==> src/common/vgc_color_pkg.sv <==
package vgc_color_pkg;

    // 4 bits per channel, as stored in the palette
    typedef struct packed {
        logic [3:0] r;
        logic [3:0] g;
        logic [3:0] b;
    } rgb4_t;

    // 8 bits per channel, video output
    typedef struct packed {
        logic [7:0] r;
        logic [7:0] g;
        logic [7:0] b;
    } vid_rgb_t;

    typedef logic [3:0] color_idx_t;

    // palette write strobe, data comes straight off the memory bus
    typedef struct packed {
        logic       we;
        logic       hi_byte;
        color_idx_t idx;
    } pal_wr_t;

    // decoded pixel, active is low outside the shr window
    typedef struct packed {
        logic  active;
        rgb4_t rgb;
    } pix_t;

    // the sixteen fixed iigs colors used for the border
    typedef enum logic [3:0] {
        C_BLACK,
        C_DEEP_RED,
        C_DARK_BLUE,
        C_PURPLE,
        C_DARK_GREEN,
        C_DARK_GRAY,
        C_MEDIUM_BLUE,
        C_LIGHT_BLUE,
        C_BROWN,
        C_ORANGE,
        C_LIGHT_GRAY,
        C_PINK,
        C_GREEN,
        C_YELLOW,
        C_AQUAMARINE,
        C_WHITE
    } color_name_e;

    // rgb of each named color, in enum order
    localparam rgb4_t BORDER_RGB [16] = '{
        12'h000, 12'hd03, 12'h009, 12'hd0d,
        12'h070, 12'h555, 12'h22f, 12'h6af,
        12'h852, 12'hf60, 12'haaa, 12'hf98,
        12'h0d0, 12'hff0, 12'h0f9, 12'hfff
    };

endpackage

==> src/common/vgc_timing_pkg.sv <==
package vgc_timing_pkg;

    // byte address into video memory
    typedef logic [22:0] vid_addr_t;

    // beam position as supplied by the external timing generator
    typedef struct packed {
        logic [9:0] h;
        logic [8:0] v;
    } beam_t;

    // scanline control byte, one per active line
    typedef struct packed {
        logic       mode640;
        logic       irq_en;
        logic       fill;
        logic       reserved;
        logic [3:0] pal_sel;
    } scb_t;

    // what the sequencer fetches in a slot
    typedef enum logic [1:0] {
        S_IDLE,
        S_SCB,
        S_PAL,
        S_PIX
    } slot_e;

    // line and frame geometry, in slots and lines
    localparam int H_TOTAL      = 912;
    localparam int H_SCB_SLOT   = 910;
    localparam int V_TOTAL      = 262;
    localparam int ACTIVE_LINES = 200;
    localparam int PIX_SLOTS    = 640;
    localparam int PAL_SLOTS    = 32;

    // linear shr memory map
    localparam int SCB_BASE   = 32'h19D00;
    localparam int PAL_BASE   = 32'h19E00;
    localparam int PIX_BASE   = 32'h12000;
    localparam int LINE_BYTES = 160;
    localparam int PAL_BYTES  = 32;

endpackage

==> src/logic/vgc_border_mixer.sv <==
`timescale 1ns/1ns

module vgc_border_mixer
    import vgc_color_pkg::*;
(
    input  logic        clk_vid,
    input  logic        reset,
    input  logic        ce_pix,
    input  pix_t        pix,
    input  color_name_e border_color,
    output vid_rgb_t    rgb
);

    // replicate a nibble so 4'hf maps to full scale
    function automatic logic [7:0] widen(input logic [3:0] n);
        return {n, n};
    endfunction

    rgb4_t border_rgb;
    rgb4_t sel_rgb;

    assign border_rgb = BORDER_RGB[border_color];
    // border everywhere the decoder has no pixel
    assign sel_rgb    = pix.active ? pix.rgb : border_rgb;

    always_ff @(posedge clk_vid) begin
        if (reset) begin
            rgb <= '0;
        end else if (ce_pix) begin
            rgb.r <= widen(sel_rgb.r);
            rgb.g <= widen(sel_rgb.g);
            rgb.b <= widen(sel_rgb.b);
        end
    end

endmodule

==> src/logic/vgc_top.sv <==
`timescale 1ns/1ns

module vgc_top
    import vgc_timing_pkg::*;
    import vgc_color_pkg::*;
#(
    parameter int LEFT_BORDER = 32,
    parameter int TOP_BORDER  = 16
) (
    input  logic        clk_vid,
    input  logic        reset,
    input  logic        ce_pix,
    input  beam_t       beam,
    input  logic        shrg_enable,
    input  color_name_e border_color,
    input  logic [7:0]  video_data,
    output vid_addr_t   video_addr,
    output vid_rgb_t    rgb,
    output logic        scanline_irq,
    output logic        vbl_irq
);

    scb_t       scb;
    pal_wr_t    pal_wr;
    logic       pix_slot;
    logic [1:0] pix_phase;
    color_idx_t rd_idx;
    rgb4_t      rd_rgb;
    pix_t       pix;

    // fetch schedule, scb and interrupts
    shrg_sequencer #(
        .LEFT_BORDER (LEFT_BORDER),
        .TOP_BORDER  (TOP_BORDER)
    ) u_sequencer (
        .clk_vid      (clk_vid),
        .reset        (reset),
        .ce_pix       (ce_pix),
        .beam         (beam),
        .shrg_enable  (shrg_enable),
        .video_data   (video_data),
        .video_addr   (video_addr),
        .pal_wr       (pal_wr),
        .scb          (scb),
        .pix_slot     (pix_slot),
        .pix_phase    (pix_phase),
        .scanline_irq (scanline_irq),
        .vbl_irq      (vbl_irq)
    );

    shrg_palette u_palette (
        .clk_vid    (clk_vid),
        .reset      (reset),
        .ce_pix     (ce_pix),
        .pal_wr     (pal_wr),
        .video_data (video_data),
        .rd_idx     (rd_idx),
        .rd_rgb     (rd_rgb)
    );

    // first pipeline stage, slot h color lands in pix
    shrg_pixel_decoder u_decoder (
        .clk_vid    (clk_vid),
        .reset      (reset),
        .ce_pix     (ce_pix),
        .video_data (video_data),
        .scb        (scb),
        .pix_slot   (pix_slot),
        .pix_phase  (pix_phase),
        .rd_rgb     (rd_rgb),
        .rd_idx     (rd_idx),
        .pix        (pix)
    );

    // second stage, rgb for slot h valid during slot h+2
    vgc_border_mixer u_mixer (
        .clk_vid      (clk_vid),
        .reset        (reset),
        .ce_pix       (ce_pix),
        .pix          (pix),
        .border_color (border_color),
        .rgb          (rgb)
    );

endmodule

==> src/shrg/shrg_palette.sv <==
`timescale 1ns/1ns

module shrg_palette
    import vgc_color_pkg::*;
(
    input  logic       clk_vid,
    input  logic       reset,
    input  logic       ce_pix,
    input  pal_wr_t    pal_wr,
    input  logic [7:0] video_data,
    input  color_idx_t rd_idx,
    output rgb4_t      rd_rgb
);

    // sixteen colors of the line's palette
    rgb4_t entries [16];

    always_ff @(posedge clk_vid) begin
        if (reset) begin
            for (int i = 0; i < 16; i++) begin
                entries[i] <= '0;
            end
        end else if (ce_pix && pal_wr.we) begin
            if (pal_wr.hi_byte) begin
                // odd byte, red in the low nibble
                entries[pal_wr.idx].r <= video_data[3:0];
            end else begin
                // even byte, green high and blue low
                entries[pal_wr.idx].g <= video_data[7:4];
                entries[pal_wr.idx].b <= video_data[3:0];
            end
        end
    end

    // lookup for the decoder, same slot
    assign rd_rgb = entries[rd_idx];

endmodule

==> src/shrg/shrg_pixel_decoder.sv <==
`timescale 1ns/1ns

module shrg_pixel_decoder
    import vgc_timing_pkg::*;
    import vgc_color_pkg::*;
(
    input  logic       clk_vid,
    input  logic       reset,
    input  logic       ce_pix,
    input  logic [7:0] video_data,
    input  scb_t       scb,
    input  logic       pix_slot,
    input  logic [1:0] pix_phase,
    input  rgb4_t      rd_rgb,
    output color_idx_t rd_idx,
    output pix_t       pix
);

    color_idx_t nibble;
    color_idx_t idx_320;
    color_idx_t idx_640;
    color_idx_t last_idx;

    // 320 mode, each nibble covers two slots
    assign nibble = pix_phase[1] ? video_data[3:0] : video_data[7:4];

    // 640 mode, two bits per slot
    // each position in the byte has its own palette quarter
    always_comb begin
        case (pix_phase)
            2'd0: idx_640 = {2'b10, video_data[7:6]};
            2'd1: idx_640 = {2'b11, video_data[5:4]};
            2'd2: idx_640 = {2'b00, video_data[3:2]};
            default: idx_640 = {2'b01, video_data[1:0]};
        endcase
    end

    // fill mode repeats the last non-zero color
    assign idx_320 = (scb.fill && nibble == 4'd0) ? last_idx : nibble;
    assign rd_idx  = scb.mode640 ? idx_640 : idx_320;

    always_ff @(posedge clk_vid) begin
        if (reset) begin
            last_idx <= '0;
            pix      <= '0;
        end else if (ce_pix) begin
            pix.active <= pix_slot;
            pix.rgb    <= rd_rgb;
            // cleared outside the pixel run so every line starts at index 0
            if (!pix_slot) begin
                last_idx <= '0;
            end else if (!scb.mode640 && nibble != 4'd0) begin
                last_idx <= nibble;
            end
        end
    end

endmodule

==> src/shrg/shrg_sequencer.sv <==
`timescale 1ns/1ns

module shrg_sequencer
    import vgc_timing_pkg::*;
    import vgc_color_pkg::*;
#(
    parameter int LEFT_BORDER = 32,
    parameter int TOP_BORDER  = 16
) (
    input  logic       clk_vid,
    input  logic       reset,
    input  logic       ce_pix,
    input  beam_t      beam,
    input  logic       shrg_enable,
    input  logic [7:0] video_data,
    output vid_addr_t  video_addr,
    output pal_wr_t    pal_wr,
    output scb_t       scb,
    output logic       pix_slot,
    output logic [1:0] pix_phase,
    output logic       scanline_irq,
    output logic       vbl_irq
);

    // kind of fetch done at a horizontal position
    function automatic slot_e slot_kind(input logic [9:0] h);
        slot_e kind;
        if (int'(h) == H_SCB_SLOT) begin
            kind = S_SCB;
        end else if (int'(h) < PAL_SLOTS) begin
            kind = S_PAL;
        end else if (int'(h) >= LEFT_BORDER && int'(h) < LEFT_BORDER + PIX_SLOTS) begin
            kind = S_PIX;
        end else begin
            kind = S_IDLE;
        end
        return kind;
    endfunction

    function automatic logic line_active(input int v);
        return v >= TOP_BORDER && v < TOP_BORDER + ACTIVE_LINES;
    endfunction

    logic [9:0] next_h;
    logic [8:0] next_v;
    slot_e      cur_kind;
    slot_e      next_kind;
    logic [9:0] pix_offset;
    vid_addr_t  line_base;
    scb_t       scb_in;

    // beam position of the following slot, wrapping line and frame
    always_comb begin
        next_h = beam.h + 10'd1;
        next_v = beam.v;
        if (int'(beam.h) == H_TOTAL - 1) begin
            next_h = '0;
            if (int'(beam.v) == V_TOTAL - 1) begin
                next_v = '0;
            end else begin
                next_v = beam.v + 9'd1;
            end
        end
    end

    assign cur_kind   = slot_kind(beam.h);
    assign next_kind  = slot_kind(next_h);
    // offset of the next slot inside the pixel run
    assign pix_offset = next_h - 10'(LEFT_BORDER);
    // first pixel byte of the current row
    assign line_base  = vid_addr_t'(PIX_BASE + (int'(beam.v) - TOP_BORDER) * LINE_BYTES);
    assign scb_in     = scb_t'(video_data);

    // everything here is set up for the next slot
    always_ff @(posedge clk_vid) begin
        if (reset) begin
            video_addr   <= '0;
            pal_wr       <= '0;
            scb          <= '0;
            pix_slot     <= 1'b0;
            pix_phase    <= 2'd0;
            scanline_irq <= 1'b0;
            vbl_irq      <= 1'b0;
        end else if (ce_pix) begin
            // entry is byte offset / 2, odd byte carries red
            pal_wr <= '{we: 1'b0, hi_byte: next_h[0], idx: next_h[4:1]};
            case (next_kind)
                S_SCB: begin
                    // scb of the line after this one
                    video_addr <= vid_addr_t'(SCB_BASE + int'(beam.v) - TOP_BORDER + 1);
                end
                S_PAL: begin
                    video_addr <= vid_addr_t'(PAL_BASE + int'(scb.pal_sel) * PAL_BYTES
                                              + int'(next_h));
                    pal_wr.we  <= 1'b1;
                end
                S_PIX: begin
                    // one byte serves four slots
                    if (pix_offset == '0) begin
                        video_addr <= line_base;
                    end else if (pix_offset[1:0] == 2'd0) begin
                        video_addr <= video_addr + 23'd1;
                    end
                end
                default: begin
                    video_addr <= video_addr;
                end
            endcase

            pix_slot  <= (next_kind == S_PIX) && line_active(int'(next_v)) && shrg_enable;
            pix_phase <= pix_offset[1:0];
            // high for the whole first line after the window
            vbl_irq   <= int'(next_v) == TOP_BORDER + ACTIVE_LINES;

            // scb arrives on the bus during its slot
            if (cur_kind == S_SCB) begin
                scb <= scb_in;
                if (shrg_enable && scb_in.irq_en && line_active(int'(beam.v) + 1)) begin
                    scanline_irq <= 1'b1;
                end
            end else if (beam.h == 10'd0) begin
                scanline_irq <= 1'b0;
            end
        end
    end

endmodule

==> config.mk <==
export PLATFORM = sky130hd
export DESIGN_NAME = vgc_top
export DESIGN_NICKNAME = d
export VERILOG_FILES = /design/src/common/vgc_color_pkg.sv /design/src/common/vgc_timing_pkg.sv /design/src/logic/vgc_border_mixer.sv /design/src/logic/vgc_top.sv /design/src/shrg/shrg_palette.sv /design/src/shrg/shrg_pixel_decoder.sv /design/src/shrg/shrg_sequencer.sv
export SDC_FILE = /design/constraint.sdc
export NUM_CORES = 1
export LEC_CHECK = 0
export BUFFER_PORTS_ARGS = -buffer_cell sky130_fd_sc_hd__buf_2
export CORE_MARGIN = 5
export CORE_UTILIZATION = 50
export DETAILED_ROUTE_END_ITERATION = 6
export PLACE_DENSITY = 0.67
export SYNTH_ARGS = -nofsm -noshare
export SYNTH_HDL_FRONTEND = slang
export SYNTH_SLANG_ARGS = --single-unit
==> constraint.sdc <==
create_clock -name clk_vid -period 5.8 [get_ports clk_vid]
set_clock_uncertainty 0.15 [all_clocks]
set_input_delay 0.87 -clock clk_vid [delete_from_list [all_inputs] [get_ports clk_vid]]
set_output_delay 0.87 -clock clk_vid [all_outputs]
set_load 0.02 [all_outputs]
==> metrics.md <==
| Metric | Value |
|---|---|
| CP endpoint kind | `flop` |
| Crit path arrival time | `4.51 ns` |
| Ys async rst share | `0%` |
| Hold Path Stages | `2` |
| RSZ-0062 raised after global routing | `no` |
| Number of core rows | `62` |
| Die Y | `182 um` |
| Number of DRC markers in iteration 0 | `896` |
| Final setup viols | `0` |
| Pre-CTS setup slack | `1.06 ns` |
| Worst-Margin Slew | `1.18 ns` |
| CP startpoint | `beam[6]` |
| Cell leakage power | `6.13 nW` |
| Post-Place Cells | `1738` |
| Seq/Total Area, Yosys | `48.2%` |
| Synth area leader | `edfxtp_1` |
| Worst vdd rail ir drop | `0.000206 V` |
| Hold_sp | `u_sequencer.scanline_irq` |
| Relative slew margins | `20.8%` |
| Startpoint types | `input pin` |
| Number of global-route vias before repair | `9969` |
| Fin crit share | `72.0%` |
| Clk pin slew, worst setup/hold paths | `0.06 ns` |
| CP Max Fanout | `11` |
| # Post-CTS Setup Buffers | `0` |
| Class of the worst hold path | `reg2reg` |
| Min Tclk post-route | `4.18 ns` |
| Synth area leaders | `edfxtp_1, dfxtp_1, and2_1` |
| CTS tree | `yes` |
| Synth-to-Final Area Change | `9.61%` |
| Max-cap violations | `0` |
| Worst r2r src | `u_sequencer.pal_wr[0]` |
| Layout cells sized above 1 | `17.2%` |
| Commonest non-fill, non-tap cell in the layout | `and2_1` |
| WHS Endpoint | `u_sequencer.scanline_irq` |
| Cell depth of the worst flop-to-flop path | `8` |
| Reg2reg end | `u_decoder.pix[6]` |
| Top FF cell, synth | `edfxtp_1` |
| Drt first pass iters | `5` |
| Port bufs | `83` |
| Clock Tree Root | `clkbuf_16` |
| Detail Route Antenna Nets | `0` |
| F_max | `0.239 GHz` |
| Routability cong. | `0.909` |
| Ports | `84` |
| Via count | `10.5k` |
| Initial Util | `51.0%` |
| Fin. max-slew vios | `0` |
| Total core area | `28900 um2` |
| Cell Pwr Density | `277 nW/um2` |
| Final WS setup | `1.62 ns` |
| Yosys Warn Count | `0` |
| Clock latency on the worst-skew pair | `0.55 ns` |
| First-pass GRT wire length | `56000 um` |
| Wire length per cell | `19.9 um` |
| Cells after Synth | `1362` |
| Status | `finished, final reports clean` |
| Total design power | `4.48 mW` |
| CTS H-tree depth | `1` |
| EDFF count, synth | `192` |
| Mean number of vias per cell | `5.83` |
| CTS Hold Bufs | `0` |
| Clock sink total | `259` |
| Final cell area excluding filler cells | `16200 um2` |
| Cts repair resizes | `0` |
| Die area | `33000 um2` |
| Nets@finish | `1460` |
| CTS max path bufs | `3` |
| Synth Net Count | `1436` |
| R2r setup slk | `2.07 ns` |
| Cts bufs inserted | `30` |
| Initial antenna violation count | `1` |
| Yosys cell types | `85` |
| Synth Cell Area | `14800 um2` |
| Final Util | `55.9%` |
| Critical path class | `in2reg` |
| Layout Cells excl Fill | `1795` |
| All-Layer GR Usage | `21.0%` |
| Avg Synthesized Cell Area | `10.8 um2` |
| Routed wire length | `35700 um` |
| Detailed placement HPWL | `24900 um` |
| Worst Path Required | `6.13 ns` |
| Die width | `182 um` |
| Most frequent cells in the layout | `and2_1, edfxtp_1, nor2_1` |
| Residual DRC | `0` |
| Flops & latches, synth | `259` |
| Grt total ovfl | `0` |
| Area of placed instances | `15200 um2` |
| Largest net degree at the start of global routing | `71` |
| Post-synth top area share | `39.1%` |
| Final Hold Viols | `0` |
| Final hold slack | `0.303 ns` |
| Setup_tns | `0 ns` |
==> area by class of cell <==
type	instances	area [um2]
Clock buffer	41	833
Fill cell	2479	12800
Sequential cell	259	7110
Timing Repair Buffer	93	505
Multi-Input combinational cell	969	7010
Tap cell	384	480
Inverter	33	124
Clock inverter	15	108
Antenna cell	1	2.50
==> worst max-delay path, stage by stage <==
cell and delay [ns]:
buf_2 0.18, or3_1 0.48, or3_1 0.42, inv_1 0.16, ha_1 0.26, ha_1 0.36
a2111oi_0 0.31, o21ai_0 0.17, o211a_1 0.17, ha_1 0.21, and3_1 0.16, nand2b_1 0.17
a211oi_1 0.29, o211ai_1 0.14, a21oi_1 0.14
==> synth_stat cells, types with 7 or more instances <==
master    number
o22ai_1        7
nand2_1       60
a221oi_1      14
dfxtp_1       67
nand2b_1      18
a21oi_1       67
mux4_2        38
nand4_1       10
o21ai_0       33
buf_2         16
mux2_2         7
a211oi_1      35
and3_1        11
a22oi_1       16
xnor2_1       29
xor2_1        14
nor4_1         8
ha_1          37
or2_2         33
nand3_1       33
nor3_1        13
a31oi_1       10
clkbuf_1      56
buf_4         20
inv_1         32
a211o_1        7
and2_1       198
edfxtp_1     192
mux2i_1       48
nor2_1       128
==> flip-flops by register name (all words and copies together) (netlist names) <==
register,flops
u_decoder.pix,13
u_sequencer.vbl_irq,1
u_sequencer.pix_phase,1
u_sequencer.pix_slot,1
u_sequencer.video_addr,23
u_sequencer.scb,6
u_sequencer.scanline_irq,1
u_palette.entries,192
u_sequencer.pal_wr,5
u_mixer.rgb,12
u_decoder.last_idx,4
==> kinds of logic after synthesis <==
| group | count (synthesis) | share of synthesized area (%) |
|---|---|---|
| muxes | 94 | 9.74 |
| AOI/OAI and AO/OA | 245 | 11.5 |
| adders and majority gates | 39 | 3.41 |
| xor gates and xnor gates | 43 | 2.55 |
| DFF | 259 | 48.2 |
| and+or+nand+nor | 548 | 20.3 |
| buffers and inverters | 134 | 4.31 |
==> where the power goes <==
group	leakage, nW	switching [mW]	internal [mW]
clock	0.459	0.744	1.05
combinational	3.15	0.366	0.229
sequential	2.52	0.0427	2.05
total	6.13	1.15	3.33
==> per-layer routing <==
metal / GRT usage (%) / wire [um]
met1: 30.8 / 16100
met2: 33.4 / 16600
met3: 2.90 / 2300
met4: 5.07 / 785
met5: 0 / 0
==> worst max-delay path by stage <==
| stage | to | cells after the start |
|---|---|---|
| 2_1_floorplan | u_sequencer.video_addr[17] | 16 |
| 3_3_place_gp | u_sequencer.video_addr[19] | 15 |
| 3_5_place_dp | u_sequencer.video_addr[19] | 15 |
| 4_1_cts | u_sequencer.video_addr[19] | 15 |
| 5_1_grt | u_sequencer.video_addr[19] | 15 |
| 6_report | u_sequencer.video_addr[19] | 15 |
No activity file was read; power rests on OpenSTA's default activity.
